==> config.mk <==
export PLATFORM = sky130hd
export DESIGN_NAME = uart_tx
export DESIGN_NICKNAME = d
export VERILOG_FILES = /design/src/matrix_pkg.sv /design/src/uart_tx.sv
export VERILOG_INCLUDE_DIRS = /design/src
export SDC_FILE = /design/constraint.sdc
export NUM_CORES = 1
export LEC_CHECK = 0
export BUFFER_PORTS_ARGS = -buffer_cell sky130_fd_sc_hd__buf_2
export CORE_MARGIN = 5
export CORE_UTILIZATION = 36
export DETAILED_ROUTE_END_ITERATION = 8
export SETUP_SLACK_MARGIN = 0.3
export SYNTH_ARGS = -nofsm -noshare
export SYNTH_HDL_FRONTEND = slang
export SYNTH_SLANG_ARGS = --single-unit
==> constraint.sdc <==
create_clock -name sysclk -period 3.23 [get_ports sysclk]
set_input_delay 0.323 -clock sysclk [delete_from_list [all_inputs] [get_ports sysclk]]
set_output_delay 0.323 -clock sysclk [all_outputs]
set_load 0.02 [all_outputs]
==> src/matrix_consts.svh <==
`ifndef MATRIX_CONSTS_SVH
`define MATRIX_CONSTS_SVH

// panel geometry, split into stacked halves
`define SEGMENTS 2
`define ROWS 8
`define COLUMNS 16
`define BITDEPTH 8

// derived address and plane widths
`define ROW_BITS ($clog2(`ROWS))
`define COL_BITS ($clog2(`COLUMNS))
`define PLANE_BITS ($clog2(`BITDEPTH))

// uart bit period in sysclk cycles
`define CLKS_PER_BIT 4

// on-time of plane 0, doubles per plane
`define PLANE_BASE 4

// reply sent once per bank swap
`define ACK_BYTE 8'he0

`endif

==> src/matrix_pkg.sv <==
`include "matrix_consts.svh"

package matrix_pkg;

	// one colour sample
	typedef struct packed {
		logic [`BITDEPTH-1:0] r;
		logic [`BITDEPTH-1:0] g;
		logic [`BITDEPTH-1:0] b;
	} rgb_t;

	// memory word, upper segment in the high bits
	typedef struct packed {
		rgb_t seg0;
		rgb_t seg1;
	} seg_pixel_t;

	// col in the low bits so a plain increment walks row-major
	typedef struct packed {
		logic [`ROW_BITS-1:0] row;
		logic [`COL_BITS-1:0] col;
	} pix_addr_t;

	typedef enum logic [1:0] {SHIFT, LATCH, SHOW, NEXT} scan_state_e;

	typedef enum logic [1:0] {IDLE, START, DATA, STOP} uart_state_e;

endpackage

==> src/uart_tx.sv <==
`timescale 1ns/1ns
`include "matrix_consts.svh"

module uart_tx (
	input  logic       sysclk,
	input  logic       rst,
	input  logic       start,
	input  logic [7:0] tx_data,
	output logic       txo,
	output logic       busy
);
	import matrix_pkg::*;

	localparam int CW = $clog2(`CLKS_PER_BIT) + 1;
	localparam logic [CW-1:0] FULL = CW'(`CLKS_PER_BIT - 1);

	uart_state_e state;
	logic [CW-1:0] cnt;
	logic [2:0] bit_idx;
	logic [7:0] shreg;

	assign busy = (state != IDLE);

	always_ff @(posedge sysclk) begin
		if (rst) begin
			state <= IDLE;
			cnt <= '0;
			bit_idx <= '0;
			txo <= 1'b1;
		end else begin
			case (state)
				IDLE: begin
					cnt <= '0;
					// requests only taken here, so a busy frame ignores them
					if (start) begin
						shreg <= tx_data;
						txo <= 1'b0;
						state <= START;
					end
				end
				START: begin
					if (cnt == FULL) begin
						cnt <= '0;
						bit_idx <= '0;
						txo <= shreg[0];
						state <= DATA;
					end else begin
						cnt <= cnt + 1'b1;
					end
				end
				DATA: begin
					if (cnt == FULL) begin
						cnt <= '0;
						if (bit_idx == 3'd7) begin
							txo <= 1'b1;
							state <= STOP;
						end else begin
							txo <= shreg[1];
							shreg <= shreg >> 1;
							bit_idx <= bit_idx + 1'b1;
						end
					end else begin
						cnt <= cnt + 1'b1;
					end
				end
				STOP: begin
					if (cnt == FULL)
						state <= IDLE;
					else
						cnt <= cnt + 1'b1;
				end
			endcase
		end
	end

endmodule

==> flow_summary.ini, run 1 <==
[clock_tree]
cts_root_buf = clkbuf_4
htree_levels = 1
postCtsSetupBuffers = 0
hold_buffers = 0
numCtsBuffers = 3
cts_buffer_depth = 2
path_clk_slew_ns = 0.11
cts_tree = built
cts_sinks = 17
cts_resized = 0
clock_latency_ns = 0.29

[final_layout]
drive_above_1_share_pct = 16.8
diodes = 0
syn_to_final_growth_pct = 10.5
fin_nets = 131
fillers = 271
fin_area_sq_um = 1080

[logic_synthesis]
syn_nets = 117
synth_flop_cell = dfxtp_1
synth_edf_count = 8
synth_cell_type_count = 27
yosys_warnings = 0
synth-async-reset-ratio_pct = 0
syn_inst = 94
syn-cell-area_sq_um = 981
synth-seq-cells = 17
synth.yosys.seq_area_share_pct = 42.9
avgSynthCellArea_sq_um = 10.4

[critical_path]
rr_endpoint = shreg[2]
arrival_ns = 1.94
worstPathMaxFanout = 19
crit_path_end = shreg[2]
critPathTopFamily = adder cells
start_kind = flop
path_buf_inv = 2
crit_path_start = state[0]
r2r_setup_slack_ns = 1.29
crit_chain = inv_1 > ha_1 > nor2_1 > a211oi_1 > buf_4
required_ns = 3.24
r2r_cells = 5
cpPeakStageDelay_ns = 0.62
cp.depth = 5
endpoint_kind = flop
slowest_stage = ha_1
regToRegStartpoint = state[0]
path_class = flop to flop

[placed_design]
place_congestion = 0.818
place_area_sq_um = 1060
io_buffers = 12
place_worst_setup_slack_ns = 1.29
dp_hpwl_mm = 1.32

[sta]
final.setup_skew_ns = 0.00796
setup_viol = 0
finalHoldViolCount = 0
rsz0062_at_grt = no
min_period_over_period_pct = 59.9
final_max_slew_viol_count = 0
max_freq_ghz = 0.517
fin_hold_ws_ns = 0.315
worstMarginPinSlew_ns = 0.693
layout_min_cycle_time_ns = 1.94
fin_ws_ns = 1.29
fin_setup_tns_ns = 0
max_slew_margin_pct = 53.8

[route]
wl_mm = 1.72
wl_per_cell_microns = 12.5
viasPerCell = 4.99
vias = 689
ant_nets = 0
drc_errors = 0
firstDrtPassIters = 4
drt_iter0_markers = 10

[power]
leakage_nw = 0.451
swShare_pct = 40.8
p_switching_mw = 0.344
combPwrFrac_pct = 47.2
pwr-share-seq_pct = 39.1
internal_power_mw = 0.498
clkPwrFrac_pct = 13.7
peakVddDrop_uv = 477
power.density_nw_per_um2 = 777
power_mw = 0.842

[outcome]
status = complete, no violations

[run]
cap_violations = 0

[global_route]
grt_pass1_vias = 694
grt_max_degree = 20
grt.total_usage_pct = 9.39
antenna_found_initial = 0
grt_pass1_wl_mm = 2.99
overflow = 0

[floorplan]
coreArea_sq_um = 2690
num_rows = 19
die_area_sq_um = 3870
die_h_microns = 62.2
start_util_pct = 36.5
die_x_microns = 62.2
ioPinCount = 13

[min_path]
hold_class = input port to flop
[placed cells by master, fill, tap and decap left out, types with 3 or more instances in the layout]
cell type,Yosys,final
buf_2,1,12
clkbuf_4,0,3
ha_1,12,12
inv_1,8,8
edfxtp_1,8,8
nor2_1,7,7
o21ai_1,5,5
nand2b_1,5,5
nor4_1,3,3
a21oi_1,3,3
nand2_1,7,7
mux2_1,7,7
dfxtp_1,9,9
[registers in the layout (all words and copies together) (netlist names)]
signal and count:
bit_idx 3, cnt 3, shreg 8, state 2, txo 1
[synthesized netlist by cell type (2+ instances only)]
master	count	share of area (%)
a21oi_1	3	1.5
a31o_1	2	1.8
a32oi_1	2	1.8
buf_6	2	2.3
dfxtp_1	9	18
edfxtp_1	8	24
ha_1	12	15
inv_1	8	3.1
mux2_1	7	8.0
nand2_1	7	2.7
nand2b_1	5	3.2
nor2_1	7	2.7
nor2b_1	2	1.3
nor4_1	3	1.9
o21ai_1	5	2.6
[area by class of cell]
class	instances	area (sq um)	area share, %
Tap cell	31	38.8	3.58
Inverter	8	30.0	2.77
Sequential cell	17	420	38.8
Clock buffer	3	22.5	2.08
Timing Repair Buffer	13	67.6	6.24
Multi-Input combinational cell	65	499	46.1
Clock inverter	1	5.00	0.462
[how the worst min path moves through the flow]
| stage | from | end | depth (start not counted) |
|---|---|---|---|
| global route | tx_data[0] | shreg[0] | 2 |
| global placement | txo | txo | 2 |
| finish | rst | bit_idx[2] | 2 |
| detailed placement | bit_idx[1] | bit_idx[1] | 1 |
| floorplan | bit_idx[1] | bit_idx[1] | 1 |
| CTS | rst | bit_idx[2] | 2 |
[worst register-to-register path, delay by kind of cell (launching register included)]
kind | cells | cell delay (ns)
adder cells (fa/ha/maj) | 1 | 0.62
flip-flops | 1 | 0.36
buffers and inverters | 2 | 0.33
AO/OA/AOI/OAI | 1 | 0.23
AND/OR/NAND/NOR | 1 | 0.12
[cell families after synthesis]
kind of cell               after synthesis  synth area share, %
DFF                                     17                 42.9
and+or+nand+nor                         26                 12.9
AOI/OAI and AO/OA                       19                 13.6
muxes                                    8                 9.06
adders and majority gates               12                 15.3
buffers and inverters                   12                 6.25
[per-stage QoR]
stage / utilization, % / cells
3_3_place_gp: 39.3 / 134
2_1_floorplan: - / 94
4_1_cts: 40.3 / 138
3_5_place_dp: 39.3 / 134
6_report: 40.3 / 138
5_1_grt: 40.3 / 138
[per-layer routing]
| metal | routed length, microns | GRT usage [%] | vias up |
|---|---|---|---|
| met5 | 0 | 0 | - |
| met2 | 803 | 14.1 | 12 |
| met4 | 18 | 4.88 | 0 |
| met3 | 81 | 2.16 | 2 |
| met1 | 816 | 12.4 | 313 |
| li1 | - | - | 362 |
[power by group through the flow]
stage                     logic, mW  registers, mW  clock network [mW]
final                         0.398          0.329               0.115
after global routing          0.449          0.338               0.127
after CTS                     0.401          0.330               0.118
after detailed placement      0.399          0.334                   0
after global placement        0.392          0.331                   0
after floorplan               0.308          0.335                   0
Note: power is estimated with default switching activity, not from simulation.
==> run 2: changes to the inputs <==
==> constraint.sdc (replaced) <==
create_clock -name sysclk -period 2.01 [get_ports sysclk]
set_input_delay 0.201 -clock sysclk [delete_from_list [all_inputs] [get_ports sysclk]]
set_output_delay 0.201 -clock sysclk [all_outputs]
set_load 0.02 [all_outputs]
==> flow_summary.ini, run 2 (synthesis gave the netlist of run 1 again) <==
[power]
power_mw = 1.47
combPwrFrac_pct = 50.7
leakage_nw = 0.472
power.density_nw_per_um2 = 1270
internal_power_mw = 0.876
clkPwrFrac_pct = 12.8
swShare_pct = 40.3
pwr-share-seq_pct = 36.5
p_switching_mw = 0.591
peakVddDrop_uv = 778

[final_layout]
diodes = 0
drive_above_1_share_pct = 24.3
largest_reg_flops = 8
largestRegisters = shreg (8), bit_idx (3), cnt (3)
fillers = 263
fin_nets = 135
syn_to_final_growth_pct = 17.5
layout_common_cells = buf_2 (12), ha_1 (11), inv_1 (8), edfxtp_1 (8)
final_common_cell = buf_2
largest_register = shreg

[clock_tree]
cts_tree = built
numCtsBuffers = 3
cts_sinks = 17
hold_buffers = 0
htree_levels = 1
cts_buffer_depth = 2
path_clk_slew_ns = 0.11
clock_latency_ns = 0.29
cts_root_buf = clkbuf_4

[sta]
max_freq_ghz = 0.605
final.setup_skew_ns = 0.00386
fin_setup_tns_ns = 0
fin_hold_ws_ns = 0.183
layout_min_cycle_time_ns = 1.65
worstMarginPinSlew_ns = 0.261
rsz0062_at_grt = yes
max_slew_margin_pct = 82.4
min_period_over_period_pct = 82.2
finalHoldViolCount = 0
setup_viol = 0
final_max_slew_viol_count = 0

[min_path]
hold_end = shreg[2]
min_from = tx_data[2]
holdPathStages = 2
hold_class = input port to flop

[route]
vias = 723
ant_nets = 0
viasPerCell = 5.09
wl_per_cell_microns = 12.1
drc_errors = 0
firstDrtPassIters = 4
drt_iter0_markers = 13
wl_mm = 1.72

[floorplan]
die_area_sq_um = 3870
ioPinCount = 13
die_h_microns = 62.2
num_rows = 19
die_x_microns = 62.2
start_util_pct = 36.5
coreArea_sq_um = 2690

[placed_design]
place_congestion = 0.781
io_buffers = 12
dp_hpwl_mm = 1.35

[critical_path]
path_class = flop to flop
r2r_cells = 7
worstPathMaxFanout = 10
start_kind = flop
required_ns = 2.20
arrival_ns = 1.84
endpoint_kind = flop
regToRegStartpoint = cnt[0]
rr_endpoint = bit_idx[0]
r2r_setup_slack_ns = 0.36

[outcome]
status = complete, no violations

[global_route]
grt_pass1_vias = 680
antenna_found_initial = 0
overflow = 0
grt.total_usage_pct = 9.47
grt_max_degree = 12
grt_pass1_wl_mm = 3.02

[run]
cap_violations = 0
==> run 2: cell count changes in the layout (fill, tap and decap cells not counted), sizes merged <==
cell	delta
buf	+4
clkinv	-1
clkinvlp	+1
==> run 2: cell type report <==
cell class / count / area [sq um] / area share [%]
multi-input cells: 65 / 520 / 45.2
flip-flops and latches: 17 / 423 / 36.7
repair buffers: 17 / 110 / 9.55
well taps: 31 / 38.8 / 3.37
inverters: 8 / 30.0 / 2.61
clock buffers: 3 / 22.5 / 1.95
clock inverters: 1 / 7.51 / 0.651
==> run 2: timing repair <==
item                                    4_1_cts  5_1_grt
setup buffers                                 1        0
pin swaps                                     1        0
gates resized for setup                       0        5
endpoints found under the setup margin        8       12
==> run 2: per-layer routing <==
metal	global-route usage, %	vias to the layer above	wire length (microns)
met5	0	-	0
met4	4.07	0	14
met3	2.16	2	51
met2	14.4	10	827
met1	12.8	344	830
li1	-	367	-
==> run 2: power by group through the flow <==
stage,clock network (mW),logic (mW),registers (mW)
final,0.188,0.744,0.535
after global routing,0.214,0.829,0.546
after CTS,0.196,0.740,0.532
after detailed placement,0,0.695,0.541
after global placement,0,0.677,0.536
after floorplan,0,0.520,0.537
==> run 2: critical path, stage by stage, from the launching register on <==
cell	delay [ns]
dfxtp_1	0.34
ha_1	0.22
ha_1	0.21
buf_4	0.18
nor2b_1	0.16
o21a_1	0.20
nor4_1	0.07
a31o_1	0.18
==> run 2: through the flow <==
step	setup WS (ns)	util (%)	std cells	area (sq um)
floorplan	0.326	-	94	993
global placement	0.293	40.6	137	1090
detailed placement	0.244	40.6	137	1090
CTS	0.308	42.5	142	1140
global route	0.257	42.9	142	1150
finish	0.358	42.9	142	1150
==> run 2: worst max-delay path by stage <==
| stage | endpoint | from | slack [ns] | cells past startpoint |
|---|---|---|---|---|
| 2_1_floorplan | shreg[0] | state[0] | 0.33 | 6 |
| 6_report | bit_idx[0] | cnt[0] | 0.36 | 7 |
| 4_1_cts | bit_idx[0] | state[0] | 0.31 | 6 |
| 3_5_place_dp | shreg[7] | bit_idx[0] | 0.24 | 4 |
| 5_1_grt | bit_idx[0] | cnt[0] | 0.26 | 7 |
| 3_3_place_gp | shreg[7] | bit_idx[0] | 0.29 | 4 |
