File: config.mk
export PLATFORM = sky130hd
export DESIGN_NAME = frame_loader
export DESIGN_NICKNAME = d
export VERILOG_FILES = /design/src/matrix_pkg.sv /design/src/frame_loader.sv
export VERILOG_INCLUDE_DIRS = /design/src
export SDC_FILE = /design/constraint.sdc
export NUM_CORES = 1
export LEC_CHECK = 0
export BUFFER_PORTS_ARGS = -buffer_cell sky130_fd_sc_hd__buf_4
export CAP_MARGIN = 0
export CORE_MARGIN = 1
export CORE_UTILIZATION = 48
export DETAILED_ROUTE_END_ITERATION = 10
export PLACE_DENSITY = 0.78
export RECOVER_POWER = 100
export SETUP_SLACK_MARGIN = 0.05
export SKIP_LAST_GASP = 1
export SYNTH_ARGS = -nofsm -noshare
export SYNTH_HDL_FRONTEND = slang
export SYNTH_SLANG_ARGS = --single-unit
File: constraint.sdc
create_clock -name sysclk -period 1.9 [get_ports sysclk]
set_input_delay 0 -clock sysclk [delete_from_list [all_inputs] [get_ports sysclk]]
set_output_delay 0 -clock sysclk [all_outputs]
set_load 0.02 [all_outputs]
File: src/matrix_consts.svh
`ifndef MATRIX_CONSTS_SVH
`define MATRIX_CONSTS_SVH

// panel geometry, split into stacked halves
`define SEGMENTS 2
`define ROWS 8
`define COLUMNS 16
`define BITDEPTH 8

// derived address and plane widths
`define ROW_BITS ($clog2(`ROWS))
`define COL_BITS ($clog2(`COLUMNS))
`define PLANE_BITS ($clog2(`BITDEPTH))

// uart bit period in sysclk cycles
`define CLKS_PER_BIT 4

// on-time of plane 0, doubles per plane
`define PLANE_BASE 4

// reply sent once per bank swap
`define ACK_BYTE 8'he0

`endif

File: src/matrix_pkg.sv
`include "matrix_consts.svh"

package matrix_pkg;

	// one colour sample
	typedef struct packed {
		logic [`BITDEPTH-1:0] r;
		logic [`BITDEPTH-1:0] g;
		logic [`BITDEPTH-1:0] b;
	} rgb_t;

	// memory word, upper segment in the high bits
	typedef struct packed {
		rgb_t seg0;
		rgb_t seg1;
	} seg_pixel_t;

	// col in the low bits so a plain increment walks row-major
	typedef struct packed {
		logic [`ROW_BITS-1:0] row;
		logic [`COL_BITS-1:0] col;
	} pix_addr_t;

	typedef enum logic [1:0] {SHIFT, LATCH, SHOW, NEXT} scan_state_e;

	typedef enum logic [1:0] {IDLE, START, DATA, STOP} uart_state_e;

endpackage

File: src/frame_loader.sv
`timescale 1ns/1ns
`include "matrix_consts.svh"

module frame_loader (
	input  logic                   sysclk,
	input  logic                   rst,
	input  logic [7:0]             rx_data,
	input  logic                   rx_valid,
	input  logic                   load_ready,
	output logic                   wen,
	output matrix_pkg::pix_addr_t  waddr,
	output matrix_pkg::seg_pixel_t wdata,
	output logic                   frame_loaded
);
	import matrix_pkg::*;

	localparam int LANES = `SEGMENTS * 3;
	localparam int LW = $clog2(LANES);
	localparam int AW = `ROW_BITS + `COL_BITS;
	localparam int PW = $bits(seg_pixel_t);

	logic [LW-1:0] lane;
	seg_pixel_t asm_q;
	logic take;

	// bytes seen while not ready are lost and do not count
	assign take = rx_valid && load_ready;
	assign wdata = asm_q;

	// last pixel of the frame is being written
	assign frame_loaded = wen && (waddr.row == (`ROW_BITS)'(`ROWS - 1))
		&& (waddr.col == (`COL_BITS)'(`COLUMNS - 1));

	// first byte of a pixel ends up in seg0.r
	always_ff @(posedge sysclk) begin
		if (take)
			asm_q <= {asm_q[PW-9:0], rx_data};
	end

	always_ff @(posedge sysclk) begin
		if (rst) begin
			lane <= '0;
			wen <= 1'b0;
			waddr <= '0;
		end else begin
			wen <= take && (lane == LW'(LANES - 1));
			if (take)
				lane <= (lane == LW'(LANES - 1)) ? '0 : lane + 1'b1;
			// wraps to zero after the last pixel
			if (wen)
				waddr <= waddr + AW'(1);
		end
	end

endmodule

==> flow_metrics.env, run 1 <==
export IMPL_clock_sink_count=59
export IMPL_hold_path_class="input port to flip-flop"
export IMPL_finalHoldViolCount=0
export IMPL_core_area_um2=3720
export IMPL_synth_cell_types=20
export IMPL_max_cap_viol_count=0
export IMPL_crit_start="waddr[0]"
export IMPL_track_usage_pct=17.6
export IMPL_tightest_slew_ps=1330
export IMPL_fill_cells=322
export IMPL_min_delay_start="rx_valid"
export IMPL_grt_ovfl_total=0
export IMPL_nNetsFinal=196
export IMPL_cp_max_fo=4
export IMPL_rows=22
export IMPL_final_cell_mix="clkbuf_1, edfxtp_1, dfxtp_1"
export IMPL_numCtsBuffers=9
export IMPL_hpwl_mm=2.18
export IMPL_cts_buffer_depth=2
export IMPL_wl_per_cell_um=13.6
export IMPL_peakVddDrop_mv=0.618
export IMPL_drt_vias_per_instance=4.72
export IMPL_r2r_start="waddr[0]"
export IMPL_comb_power_share_pct=5.7
export IMPL_p_sw_share_pct=21.3
export IMPL_cts_htree_levels=3
export IMPL_dp_cells=211
export IMPL_synthesis_nets=108
export IMPL_die_width_um=64.7
export IMPL_finalSetupViolCount=0
export IMPL_synth_avg_cell_area_um2=19.8
export IMPL_first_pass_iters=3
export IMPL_drt_iter0_drc=81
export IMPL_grt_max_degree=31
export IMPL_p_per_area_nw_per_um2=990
export IMPL_timing_fmax_mhz=670
export IMPL_crit_required_ps=1900
export IMPL_pwr_share_clk_pct=35.1
export IMPL_cp_end_kind="output pin"
export IMPL_start_util_pct=50.7
export IMPL_fin_crit_sh_pct=78.6
export IMPL_grt_pass1_wl_mm=5.11
export IMPL_io_buffers=68
export IMPL_tritoncts="yes"
export IMPL_max_slew_margin_rel_pct=11.0
export IMPL_yosys_warnings=0
export IMPL_synth_cells=95
export IMPL_cts_root_buffer="clkbuf_8"
export IMPL_fin_cells=235
export IMPL_seq_area_um2=1660
export IMPL_rsz0062_at_grt="no"
export IMPL_seq_area_frac_synth_pct=88.2
export IMPL_drtAntennaViolNets=0
export IMPL_antenna_found_initial=0
export IMPL_grt_pass1_vias=1101
export IMPL_layout_min_cycle_time_ps=1490
export IMPL_worstSetupPathType="flip-flop to output pin"
export IMPL_drc=0
export IMPL_switchingPower_mw=0.526
export IMPL_leakage_nw=0.841
export IMPL_final_common_cell="clkbuf_1"
export IMPL_arrival_ps=1490
export IMPL_n_antenna_cell=0
export IMPL_clk_pin_slew_worst_paths_ps=60
export IMPL_ys_ff_latch=59
export IMPL_start_kind="flip-flop"
export IMPL_drt_wl_total_mm=3.19
export IMPL_whs_ps=62.1
export IMPL_clock_skew_ps=8.07
export IMPL_multi_input_area_um2=213
export IMPL_syn_to_final_growth_pct=32.4
export IMPL_maxSlewViolCount=0
export IMPL_routabilityCongestion=0.611
export IMPL_vias=1110
export IMPL_holdBufCountCts=9
export IMPL_internal_power_mw=1.94
export IMPL_r2r_slack_ps=530
export IMPL_p_seq_share_pct=59.3
export IMPL_syn_cell_area_um2=1880
export IMPL_chipHeight_um=64.7
export IMPL_clkLatencyLatePin_ps=320
export IMPL_post_cts_resized=0
export IMPL_ios=69
export IMPL_cts_setup_buffers=0
export IMPL_run_status="complete, no violations"
export IMPL_dieArea_um2=4180
export IMPL_layout_drive_gt1_share_pct=12.8
export IMPL_tns_ps=0
-- critical path: stages (launching register included) --
cell and delay [ps]:
dfxtp_1 390, ha_1 190, nand4_1 130, nor2_1 190
and2_0 140, buf_4 130
-- power groups by stage --
| stage | combinational [mW] | clock, mW | sequential [mW] |
|---|---|---|---|
| after floorplan | 0.0226 | 0 | 1.54 |
| after global placement | 0.153 | 0 | 1.49 |
| after detailed placement | 0.156 | 0 | 1.49 |
| after CTS | 0.171 | 0.898 | 1.47 |
| after global routing | 0.149 | 0.961 | 1.47 |
| final | 0.140 | 0.867 | 1.46 |
-- synthesized netlist by cell type --
cell / number / area (um2)
a21oi_1: 3 / 15.0
edfxtp_1: 48 / 1440
nand4_1: 1 / 6.26
nand4_2: 1 / 12.5
clkbuf_1: 1 / 3.75
nor2b_1: 1 / 6.26
ha_1: 1 / 12.5
o21ai_0: 1 / 5.00
nor2_1: 8 / 30.0
and2_1: 2 / 12.5
nor4b_1: 1 / 8.76
or3b_1: 1 / 8.76
nand2_1: 5 / 18.8
nand3_1: 1 / 5.00
or3_1: 2 / 12.5
xnor2_1: 2 / 17.5
mux2_2: 1 / 11.3
mux2i_1: 1 / 10.0
dfxtp_1: 11 / 220
xor2_1: 3 / 26.3
-- state kept, by name, summed over array words and instances, names as in the netlist --
signal / flops
lane: 3
wdata: 48
wen: 1
waddr: 7
-- path summary, 6_finish.rpt --
| check | end | cells after the start |
|---|---|---|
| worst min register to register | wdata[8] | 0 |
| worst min-delay path | wen | 3 |
| worst max-delay path | frame_loaded | 5 |
| worst max register to register | waddr[6] | 4 |
-- stage by stage --
step                total power [mW]  utilization, %  setup slack [ps]  instance area, um2
global placement                1.64            66.5               598                2470
detailed placement              1.65            66.5               513                2470
floorplan                       1.56               -               308                1880
CTS                             2.53            73.0               371                2710
finish                          2.47            67.1               406                2490
global route                    2.58            67.1               209                2490
-- layer usage --
| metal | GRT usage, % | up-vias | wire, um | share of wire (%) |
|---|---|---|---|---|
| li1 | - | 529 | - | - |
| met1 | 19.0 | 523 | 1260 | 40 |
| met2 | 28.4 | 50 | 1620 | 51 |
| met3 | 5.99 | 8 | 238 | 7.5 |
| met4 | 13.6 | 0 | 70 | 2.2 |
| met5 | 0 | - | 0 | 0 |
-- cell families (layout without fill, tap and decap cells) --
group	after synthesis	in the layout	synth area share, %
flops	59	59	88.2
simple gates	23	23	6.44
xor+xnor	5	5	2.32
compound gates	4	4	1.06
mux	2	2	1.13
fa+ha+maj	1	1	0.664
buf+inv	1	93	0.199
-- cell type report --
type,instances,share of cell area [%]
Sequential cell,59,66.6
Tap cell,48,2.41
Clock buffer,11,5.27
Multi-Input combinational cell,35,8.53
Timing Repair Buffer,78,16.4
Clock inverter,4,0.752
Power figures use the tool's default switching activity.
==> run 2, diff against run 1 <==
==> constraint.sdc (replaced) <==
create_clock -name sysclk -period 1.4 [get_ports sysclk]
set_input_delay 0 -clock sysclk [delete_from_list [all_inputs] [get_ports sysclk]]
set_output_delay 0 -clock sysclk [all_outputs]
set_load 0.02 [all_outputs]
==> run 2 against run 1 <==
Effect of this change: sequential power rose by 36%; cell area grew 8.9%; hold slack worse by 9.4 ps; critical path depth is the same; global-route usage up 0.81 points; first-iteration DRC count is 36% lower; register-to-register slack got worse by 470 ps; final cell count is 4.3% higher.
==> flow_metrics.env, run 2 (same netlist as run 1, synthesis figures left out) <==
export IMPL_run_status="complete, no violations"
export IMPL_rows=22
export IMPL_final_cell_mix="edfxtp_1, buf_4, clkbuf_1"
export IMPL_peakVddDrop_mv=1.10
export IMPL_max_slew_margin_rel_pct=38.5
export IMPL_cts_buffer_depth=2
export IMPL_finalHoldViolCount=0
export IMPL_max_cap_viol_count=0
export IMPL_ios=69
export IMPL_clkLatencyLatePin_ps=320
export IMPL_rsz0062_at_grt="yes"
export IMPL_clock_skew_ps=4.47
export IMPL_leakage_nw=1.01
export IMPL_antenna_found_initial=0
export IMPL_design_area_um2=2720
export IMPL_fin_cells=245
export IMPL_cts_htree_levels=3
export IMPL_reg2regPathDepth=5
export IMPL_clock_sink_count=59
export IMPL_core_area_um2=3720
export IMPL_largest_reg_flops=48
export IMPL_layout_min_cycle_time_ps=1390
export IMPL_grt_pass1_wl_mm=5.40
export IMPL_layout_drive_gt1_share_pct=35.5
export IMPL_nNetsFinal=205
export IMPL_first_pass_iters=4
export IMPL_arrival_ps=1390
export IMPL_drt_wl_total_mm=3.40
export IMPL_timing_fmax_mhz=717
export IMPL_grt_pass1_vias=1149
export IMPL_start_kind="flip-flop"
export IMPL_clk_pin_slew_worst_paths_ps=60
export IMPL_track_usage_pct=18.4
export IMPL_hpwl_mm=2.20
export IMPL_chipHeight_um=64.7
export IMPL_drc=0
export IMPL_dieArea_um2=4180
export IMPL_whs_path_depth=3
export IMPL_p_per_area_nw_per_um2=1320
export IMPL_tightest_slew_ps=923
export IMPL_maxSlewViolCount=0
export IMPL_wl_per_cell_um=13.9
export IMPL_die_width_um=64.7
export IMPL_drt_vias_per_instance=4.64
export IMPL_tritoncts="yes"
export IMPL_routabilityCongestion=0.651
export IMPL_whs_ps=52.7
export IMPL_vias=1138
export IMPL_final_common_cell="edfxtp_1"
export IMPL_power_mw=3.59
export IMPL_drt_iter0_drc=52
export IMPL_grt_ovfl_total=0
export IMPL_grt_max_degree=33
export IMPL_place_area_um2=2490
export IMPL_crit_required_ps=1400
export IMPL_drtAntennaViolNets=0
export IMPL_start_util_pct=50.7
export IMPL_worstSetupPathType="flip-flop to output pin"
export IMPL_io_buffers=68
export IMPL_syn_to_final_growth_pct=44.2
export IMPL_cp_max_fo=2
export IMPL_numCtsBuffers=9
export IMPL_cts_root_buffer="clkbuf_8"
export IMPL_cp_end_kind="output pin"
export IMPL_n_antenna_cell=0
export IMPL_finalSetupViolCount=0
export IMPL_fin_crit_sh_pct=99.6
export IMPL_hold_path_class="input port to flip-flop"
export IMPL_dp_cells=213
[run 2: critical path: stages, from the launching register on]
cell and delay (ps):
dfxtp_4 360, ha_4 120, nand4_1 140, nor2_2 190, and2_4 160, buf_6 110
[run 2: final timing paths]
kind / end / slack [ps] / startpoint
max reg2reg: waddr[6] / 60 / waddr[0]
min reg2reg: wdata[24] / 450 / wdata[16]
max: frame_loaded / 5 / waddr[0]
min: wen / 50 / rx_valid
[run 2: area by class of cell]
class	instances	area (um2)
clock buffers	10	128
repair buffers	87	564
well taps	48	60.1
clock inverters	6	56.3
fillers	270	1000
flip-flops and latches	59	1670
multi-input cells	35	241
[run 2: layer usage]
| metal | part of all wire (%) | global-route usage [%] |
|---|---|---|
| met1 | 39 | 19.8 |
| met2 | 51 | 30.3 |
| met3 | 6.8 | 8.10 |
| met4 | 2.8 | 10.3 |
| met5 | 0 | 0 |
[run 2: where the power goes]
| part | internal, mW | switching (mW) | total (mW) |
|---|---|---|---|
| Combinational | 0.0760 | 0.124 | 0.200 |
| Sequential | 1.96 | 0.0251 | 1.98 |
| Clock | 0.805 | 0.597 | 1.40 |
[run 2: per-stage QoR]
| step | setup WS (ps) | util [%] | TNS, ps |
|---|---|---|---|
| after global routing | -67.8 | 73.1 | -67.8 |
| final | 5.45 | 73.1 | 0 |
| after CTS | 80.0 | 76.1 | 0 |
| after floorplan | 85.9 | - | 0 |
| after detailed placement | 69.2 | 67.0 | 0 |
| after global placement | 153 | 67.0 | 0 |
[run 2: timing repair]
item,4_1_cts,5_1_grt
gates cloned,0,0
hold buffers,9,0
endpoints found under the hold margin,18,0
setup endpoints to repair,1,3
buffers inserted,6,2
resized for setup,4,3
pin swaps,3,3
