<file path="src/matrix_consts.svh">
`ifndef MATRIX_CONSTS_SVH
`define MATRIX_CONSTS_SVH

// panel geometry, split into stacked halves
`define SEGMENTS 2
`define ROWS 8
`define COLUMNS 16
`define BITDEPTH 8

// derived address and plane widths
`define ROW_BITS ($clog2(`ROWS))
`define COL_BITS ($clog2(`COLUMNS))
`define PLANE_BITS ($clog2(`BITDEPTH))

// uart bit period in sysclk cycles
`define CLKS_PER_BIT 4

// on-time of plane 0, doubles per plane
`define PLANE_BASE 4

// reply sent once per bank swap
`define ACK_BYTE 8'he0

`endif

</file>
<file path="src/matrix_pkg.sv">
`include "matrix_consts.svh"

package matrix_pkg;

	// one colour sample
	typedef struct packed {
		logic [`BITDEPTH-1:0] r;
		logic [`BITDEPTH-1:0] g;
		logic [`BITDEPTH-1:0] b;
	} rgb_t;

	// memory word, upper segment in the high bits
	typedef struct packed {
		rgb_t seg0;
		rgb_t seg1;
	} seg_pixel_t;

	// col in the low bits so a plain increment walks row-major
	typedef struct packed {
		logic [`ROW_BITS-1:0] row;
		logic [`COL_BITS-1:0] col;
	} pix_addr_t;

	typedef enum logic [1:0] {SHIFT, LATCH, SHOW, NEXT} scan_state_e;

	typedef enum logic [1:0] {IDLE, START, DATA, STOP} uart_state_e;

endpackage

</file>
<file path="src/uart_rx.sv">
`timescale 1ns/1ns
`include "matrix_consts.svh"

module uart_rx (
	input  logic       sysclk,
	input  logic       rst,
	input  logic       rxi,
	output logic [7:0] rx_data,
	output logic       rx_valid
);
	import matrix_pkg::*;

	localparam int CW = $clog2(`CLKS_PER_BIT) + 1;
	localparam logic [CW-1:0] HALF = CW'(`CLKS_PER_BIT / 2 - 1);
	localparam logic [CW-1:0] FULL = CW'(`CLKS_PER_BIT - 1);

	uart_state_e state;
	logic [CW-1:0] cnt;
	logic [2:0] bit_idx;
	logic [7:0] shreg;
	logic rx_meta;
	logic rx_sync;

	always_ff @(posedge sysclk) begin
		if (rst) begin
			rx_meta <= 1'b1;
			rx_sync <= 1'b1;
			state <= IDLE;
			cnt <= '0;
			bit_idx <= '0;
			rx_valid <= 1'b0;
		end else begin
			rx_meta <= rxi;
			rx_sync <= rx_meta;
			rx_valid <= 1'b0;
			case (state)
				IDLE: begin
					cnt <= '0;
					if (!rx_sync)
						state <= START;
				end
				START: begin
					// recheck at mid start bit, a glitch goes back to idle
					if (cnt == HALF) begin
						cnt <= '0;
						bit_idx <= '0;
						state <= rx_sync ? IDLE : DATA;
					end else begin
						cnt <= cnt + 1'b1;
					end
				end
				DATA: begin
					if (cnt == FULL) begin
						cnt <= '0;
						// lsb first
						shreg <= {rx_sync, shreg[7:1]};
						bit_idx <= bit_idx + 1'b1;
						if (bit_idx == 3'd7)
							state <= STOP;
					end else begin
						cnt <= cnt + 1'b1;
					end
				end
				STOP: begin
					if (cnt == FULL) begin
						// framing error drops the byte
						if (rx_sync) begin
							rx_data <= shreg;
							rx_valid <= 1'b1;
						end
						state <= IDLE;
					end else begin
						cnt <= cnt + 1'b1;
					end
				end
			endcase
		end
	end

endmodule

</file>
<file path="config.mk">
export PLATFORM = sky130hd
export DESIGN_NAME = uart_rx
export DESIGN_NICKNAME = d
export VERILOG_FILES = /design/src/matrix_pkg.sv /design/src/uart_rx.sv
export VERILOG_INCLUDE_DIRS = /design/src
export SDC_FILE = /design/constraint.sdc
export NUM_CORES = 1
export LEC_CHECK = 0
export ABC_AREA = 1
export BUFFER_PORTS_ARGS = -buffer_cell sky130_fd_sc_hd__buf_2
export CAP_MARGIN = 20
export CORE_UTILIZATION = 50
export DETAILED_ROUTE_END_ITERATION = 6
export PLACE_DENSITY = 0.7
export SKIP_CTS_REPAIR_TIMING = 1
export SLEW_MARGIN = 20
export SYNTH_ARGS = -nofsm -noshare
export SYNTH_HDL_FRONTEND = slang
export SYNTH_SLANG_ARGS = --single-unit
</file>
<file path="constraint.sdc">
create_clock -name sysclk -period 4 [get_ports sysclk]
set_input_delay 0.8 -clock sysclk [delete_from_list [all_inputs] [get_ports sysclk]]
set_output_delay 0.8 -clock sysclk [all_outputs]
set_load 0.005 [all_outputs]
</file>
==> results.txt, run 1 <==
The final routed wirelength across all metal layers is 1413 um. The worst path arrival time came out at 1.73 ns. The number of H-tree branching levels is 1.

The number of buffers added by the clock tree synthesis step is 3. The startpoint identified for the worst hold timing path is rx_meta. The number of I/O pins is 12.

The delay of the slowest cell on the worst path came out at 0.48 ns. The maximum operating frequency is 573.0 MHz. The effective utilization at floorplan is 0.5328. The number of design rule violations left after detail routing is 0. The part of the total power dissipated in the clock network is 0.257.

The instance area at placement came out at 0.001129 mm2. The iteration-0 DRC count of the detailed router came out at 13. Across the routed clock network, the largest skew measured is 0.002425 ns. By area the synthesized netlist is led by edfxtp_1 (45%), dfxtp_1 (21%), ha_1 (7.1%).

The shortest period the worst path allows is 1.745 ns. The analysis attributes to net switching a power of 106.8 uW. The fraction of final layout cells with drive strength greater than 1 came out at 0.2315. The tool flagged a number of max-cap violations equal to 0.

The initial antenna violation count is 0. At the later pin of the worst-skew pair, clock insertion delay measures 0.33 ns. The cell-internal power came out at 347.6 uW. Measured in cells, the most critical reg-to-reg path has a length of 5. The area fraction of the dominant cell type after synthesis came out at 0.4550.

The via count of the first global-routing pass came out at 533. The root buffer cell chosen for the clock tree is clkbuf_4. The leakage dissipation is 0.4743 nW.

The setup total negative slack came out at 0 ns. Setup repair after global routing left no endpoint under its margin. The routed wirelength normalized by instance count is 10.47 um. The CTS sink count came out at 27.

Synthesis produced a netlist whose cell count is 95. The number of slew-limit violations in the final report came to 0. The peak supply drop is 0.3503 mV.

The number of warning messages in the yosys log is 0. The worst setup path is launched from a flip-flop. The sequential share of the synthesized area is 0.6635. The area of the die is 0.002300 mm2. The total nets after synthesis is 104. edfxtp_1 takes more of the synthesized area than any other cell.

The largest individual stage delay along the critical path comes from the cell nor3_2. The repair_antennas step left the layout with diodes totalling 0. In the routed layout, each cell is associated on average with a via count of 4.756.

The highest net fanout along the worst path came out at 8. The area added between synthesis and finish is 10.19%. The worst register-to-register path ends at rx_data[4]. Row generation in the floorplan step produced 16 rows.

For this block, the via count after detailed routing is 642. The part of the cycle the worst path needs is 0.4363. The endpoint class of the critical path is a flip-flop.

Entering global routing, the biggest net connects 17 pins. The post-synthesis average cell area came out at 11.12 um2. The net count reported at finish came out at 118.

The floorplan die height is 47.96 um. The clock passes through at most 2 buffers. TritonCTS built the clock tree. Of the total power, the share spent switching nets is 0.2350.

For this run the aggregate overflow at the end of global routing stands at 0. The count of buffering cells on the critical path with inverters included is 1. The utilization of the core after routing came out at 0.5871. The cell area after technology mapping came out at 0.001056 mm2. The detailed placer's ending HPWL is 1055 um. The overall track demand over capacity in global routing came out at 0.1449. The startpoint identified for the worst register-to-register timing path is cnt[0]. Counting instances, the worst hold path has a depth of 1. Broken down by cell family, the worst path's largest delay share belongs to simple AND/OR/NAND/NOR gates. After synthesis the netlist holds a flip-flop and latch count of 27.

The number of distinct standard cells referenced by the synthesized netlist came out at 18. The floorplan step set the die width to 47.96 um. The data required time of the worst path came out at 3.98 ns. The first global-routing pass estimated 2159 um of wire. The power density over cell area came out at 390.5 mW/mm2. The final non-filler cell area came out at 0.001164 mm2. The count of port buffers added during placement is 11.

The flow ran to the end, and the final reports show no timing, DRC or antenna violations. The worst setup slack for register-to-register paths came out at 2.25 ns. The critical path start-end classification is flip-flop to flip-flop.

Setup violations remaining at the end of the flow were counted as 0. The worst hold path class is flip-flop to flip-flop. After clock tree synthesis, the clock-pin slew on the worst setup and hold paths is 0.14 ns. The floorplan step defined a core boundary enclosing 0.001982 mm2.

The capture endpoint of the worst hold path is rx_sync. The detail route stage leaves a number of antenna-violating nets equal to 0. The number of hold violations in the final report is 0. Of the total power, combinational logic draws 0.075. The first-pass iteration count of the detailed router came out at 4. The max-slew headroom at the worst pin came out at 0.5869. The slew of the pin with the lowest slew margin came out at 0.6163 ns.

The share of total power dissipated in sequential elements is 0.669. The placer's final routability congestion estimate is 0.7187. The signal on the critical path passes through ha_1 -> nand2_1 -> nor2_1 -> inv_2 -> nor3_2.
layout by cell type (no fill, tap or decap), drive strengths merged:
cell,synthesis,final
clkbuf,0,3
dfxtp,11,11
a21oi,4,4
ha,6,6
nor3,3,3
edfxtp,16,16
clkinvlp,0,1
inv,12,12
or2,2,2
buf,2,11
nand3,3,3
nor2,15,15
o21ai,1,1
nand2,19,19
a211oi,1,1
per-layer routing:
| layer | up-vias | GRT usage | wire (um) |
|---|---|---|---|
| met3 | 4 | 0.03396 | 35 |
| met1 | 300 | 0.1783 | 645 |
| li1 | 330 | - | - |
| met5 | - | 0 | 0 |
| met4 | 0 | 0.1000 | 46 |
| met2 | 8 | 0.2243 | 686 |
cell usage after synthesis:
| library cell | instances |
|---|---|
| nand3_1 | 3 |
| nor2_1 | 13 |
| inv_1 | 10 |
| nand2_1 | 18 |
| inv_2 | 2 |
| o21ai_0 | 1 |
| a211oi_2 | 1 |
| a21oi_2 | 1 |
| a21oi_1 | 3 |
| ha_1 | 6 |
| nor2_2 | 2 |
| nand2_2 | 1 |
| nor3_1 | 3 |
| buf_6 | 1 |
| buf_2 | 1 |
| dfxtp_1 | 11 |
| or2_2 | 2 |
| edfxtp_1 | 16 |
per-stage QoR:
step,hold slack (ns),setup WS [ns],power (mW),instances
after floorplan,0.3895,2.024,0.3372,95
after global placement,0.3915,1.784,0.3424,131
after detailed placement,0.3983,1.759,0.3435,131
after CTS,0.4309,1.890,0.4584,135
after global routing,0.4449,2.077,0.4716,135
final,0.4263,2.255,0.4544,135
area by class of cell:
cell class / count / area [um2]
clock buffers: 3 / 22.52
flip-flops and latches: 27 / 700.7
clock inverters: 1 / 7.507
well taps: 27 / 33.78
multi-input cells: 54 / 299.0
inverters: 12 / 45.04
fillers: 163 / 818.3
repair buffers: 11 / 55.05
power by group through the flow:
stage,combinational (mW),clock [mW],sequential [mW]
floorplan,0.0290,0,0.308
global placement,0.0331,0,0.309
detailed placement,0.0337,0,0.310
CTS,0.0339,0.121,0.304
global route,0.0398,0.127,0.305
finish,0.0340,0.117,0.304
how the worst max path moves through the flow:
| stage | start | end | slack [ns] | depth (start not counted) |
|---|---|---|---|---|
| 2_1_floorplan | rst | rx_data[0] | 2.02 | 2 |
| 5_1_grt | cnt[0] | rx_data[5] | 2.08 | 5 |
| 3_3_place_gp | rst | rx_data[3] | 1.78 | 2 |
| 3_5_place_dp | rst | rx_data[4] | 1.76 | 2 |
| 6_report | cnt[0] | rx_data[4] | 2.25 | 5 |
| 4_1_cts | cnt[0] | rx_data[4] | 1.89 | 5 |
kinds of logic after synthesis:
group	Yosys count	synth area share
buffers and inverters	14	0.05806
DFF	27	0.6635
and+or+nand+nor	42	0.1682
adders and majority gates	6	0.07109
AOI/OAI and AO/OA	6	0.03909
registers in the layout, summed over array words and instances (netlist names), named ones only:
register,flops
shreg,8
state,1
rx_meta,1
rx_valid,1
bit_idx,3
rx_data,8
rx_sync,1
cnt,3
(Power assumes the default switching activity.)
==> run 2, diff against run 1 <==
- ABC_AREA: 1 -> 0
- CORE_UTILIZATION: 50 -> 49
- PLACE_DENSITY: 0.7 -> 0.71
- clock period: 4 -> 1.5 ns (I/O delays scaled with it)
==> run 2 against run 1 <==
Net effect:
- first-iteration DRC count is 69% lower
- global-route usage is 0.27 points lower
- sequential power grew to 2.6 times the previous value
- power is 140% higher
- maximum frequency is 24% higher
- synthesized area is 0.24% higher
- core utilization is 3.7 points higher
- flip-flop and latch count stayed put
- die area is 2.2% higher
- sequential share of layout area is 4.0 points lower
- critical path type unchanged
- critical endpoint is now bit_idx[0]
- largest cell class unchanged
- largest power group unchanged
==> results.txt, run 2 <==
The flow ran to the end, and the final reports show no timing, DRC or antenna violations. Power spread over the standard cell area amounts to 889.0 mW/mm2. The critical register-to-register path startpoint is cnt[0]. The net count reported at finish is 102.

During synthesis, Yosys emitted a total of 0 warnings. The worst reg2reg path depth came out at 5. The most frequent standard cell in the layout excluding fill and tap cells is edfxtp_1.

The die is 48.48 um tall. The routed metal-1 wire length came out at 701 um. The post-synthesis instance total came out at 72. VDD sags by at most 0.8163 mV. For the worst setup path, the data arrival time is 1.68 ns. The number of synthesized flops with an enable pin is 16. For the worst setup path, the data required time is 1.77 ns.

The number of diodes came out at 0. The congestion estimate from routability-driven global placement came to 0.8239. The detailed placer's ending HPWL is 1088 um. The maximum clock insertion buffer count is 2.

Setup repair after global routing left no endpoint under its margin. The largest net degree at the start of global routing came out at 17. The floorplan step defined a core boundary enclosing 0.002002 mm2.

The detailed-routed wire length on met3 is 37 um. The filler-free cell count of the finished design came out at 119. The largest area contributor in the netlist is edfxtp_1. By area the synthesized netlist is led by edfxtp_1 (45%), dfxtp_1 (21%), ha_1 (7.1%).

In this run the core area contains 16 standard-cell rows. The critical path in this run is classified as flip-flop to flip-flop. The final hold slack is 0.1606 ns. In the layout the commonest cells are edfxtp_1 (16), buf_2 (11), dfxtp_1 (9).

Timing analysis after detailed placement gives a worst setup slack of 0.005972 ns. The setup total negative slack is 0 ns. The most common flop cell mapped by yosys is edfxtp_1. The later-pin clock latency in the skew report came out at 0.31 ns. The first-pass iteration count of the detailed router came out at 3. The highest net fanout along the worst path is 3. The max-slew headroom at the worst pin is 0.7821. Static timing analysis puts the maximum clock frequency at 709.0 MHz. The dominant cell by count in the synthesized netlist is edfxtp_1. The number of design rule violations left after detail routing is 0. The largest registers in the layout are rx_data x8, shreg x8. The sequential share of the synthesized area came out at 0.6619. The analysis attributes to cell leakage a power of 0.4760 nW. The post-synthesis average cell area came out at 14.70 um2. Fill cells in the final layout number 178. The startpoint identified for the worst hold timing path is rxi. The via total after detailed routing is 589. The number of H-tree branching levels came out at 1.

The number of I/O pins came out at 12. Of the available clock period, the critical path in the final layout requires 0.9402. The CTS sink count came out at 27. The overall power came out at 1.111 mW. The count of maximum capacitance violations came out at 0. The highest routing layer actually used is met3.

The overall track demand over capacity in global routing came out at 0.1422. The initial antenna violation count came out at 0. Once routing completed, OpenROAD measured the worst setup slack at 0.08964 ns.

The first global-routing pass estimated 2559 um of wire. The library cell used as clock root buffer is clkbuf_4. The area fraction of the dominant cell type after synthesis is 0.4539. STA classifies the critical path startpoint as a flip-flop. For the pin with the worst max-slew slack, the measured transition is 0.3269 ns. The routed length on met2 is 710 um. The worst setup path is captured at a flip-flop. The total nets after synthesis came out at 81. The number of slew-limit violations in the final report is 0. The area of the die is 0.002350 mm2. The number of hold violations in the final report was 0. The clock-pin slew on the worst setup and hold paths is 0.14 ns. After synthesis the netlist holds a flip-flop and latch count of 27. The effective utilization at floorplan came out at 0.5287. Tracing the worst setup path back leads to its startpoint at cnt[0]. The number of distinct standard cells referenced by the synthesized netlist came out at 27. In this run the remaining antenna-violating nets after routing total 0. The final routed wirelength across all metal layers came out at 1449 um. The commonest cells after synthesis are edfxtp_1 (16), dfxtp_1 (11), ha_1 (6). The fraction of final layout cells with drive strength greater than 1 came out at 0.3587. In this run, CTS created clock tree buffers numbering 3. The ratio of routed vias to standard cells is 4.950. The number of cells in the design after placement is 115. The worst hold path stage count is 2. The chip width came out at 48.48 um. The global-route congestion overflow total came out at 0. Setup violations remaining at the end of the flow were counted as 0. The iteration-0 DRC count of the detailed router came out at 4.

The async set-or-reset flop fraction in the synthesized netlist is 0. The shortest period the worst path allows came out at 1.410 ns. Buffers placed on the I/O ports in this run total 11. The via count of the first global-routing pass is 586. The cell area after technology mapping came out at 0.001059 mm2. Clock skew on the completed layout was measured at 0.003320 ns. The routed wirelength normalized by instance count is 12.18 um. The worst hold path class is input port to flip-flop. TritonCTS built the clock tree. Compared with the post-synthesis result, the final layout area differs by 18.09%.
[run 2: cell families after synthesis]
kind of cell               synth area share
muxes                               0.02364
buffers and inverters               0.01773
adders and majority gates           0.07092
and+or+nand+nor                      0.1442
DFF                                  0.6619
AOI/OAI and AO/OA                   0.08157
[run 2: metal layers]
| metal | global-route usage | vias to the layer above |
|---|---|---|
| li1 | - | 300 |
| met1 | 0.1875 | 282 |
| met2 | 0.2441 | 7 |
| met3 | 0.02830 | 0 |
| met4 | 0.02941 | 0 |
| met5 | 0 | - |
[run 2: cell type report]
class / instances / area [um2] / area share
Inverter: 2 / 7.507 / 0.006006
Sequential cell: 27 / 703.2 / 0.5626
Tap cell: 27 / 33.78 / 0.02703
Timing Repair Buffer: 18 / 120.1 / 0.09610
Clock buffer: 3 / 22.52 / 0.01802
Clock inverter: 1 / 7.507 / 0.006006
Multi-Input combinational cell: 41 / 355.3 / 0.2843
[run 2: final timing paths]
check	slack, ns	end
worst max register to register	0.09	bit_idx[0]
worst min register to register	0.44	rx_sync
worst max-delay path	0.09	bit_idx[0]
worst min-delay path	0.16	rx_meta
[run 2: worst max-delay path, stage by stage, from the launching register on]
cell and delay [ns]:
dfxtp_2 0.35, ha_2 0.19, nor4bb_4 0.15, buf_4 0.14, a311oi_2 0.34, mux2_4 0.21
[run 2: metrics by stage]
stage          cell area [um2]  utilization
2_1_floorplan             1075            -
5_1_grt                   1250       0.6244
6_report                  1250       0.6244
3_5_place_dp              1217       0.6081
3_3_place_gp              1217       0.6081
4_1_cts                   1247       0.6231
[run 2: where the power goes]
group	switching [mW]	leakage, nW	internal (mW)
Clock	0.197	0.0139	0.101
Sequential	0.00406	0.234	0.781
Combinational	0.0139	0.228	0.0145
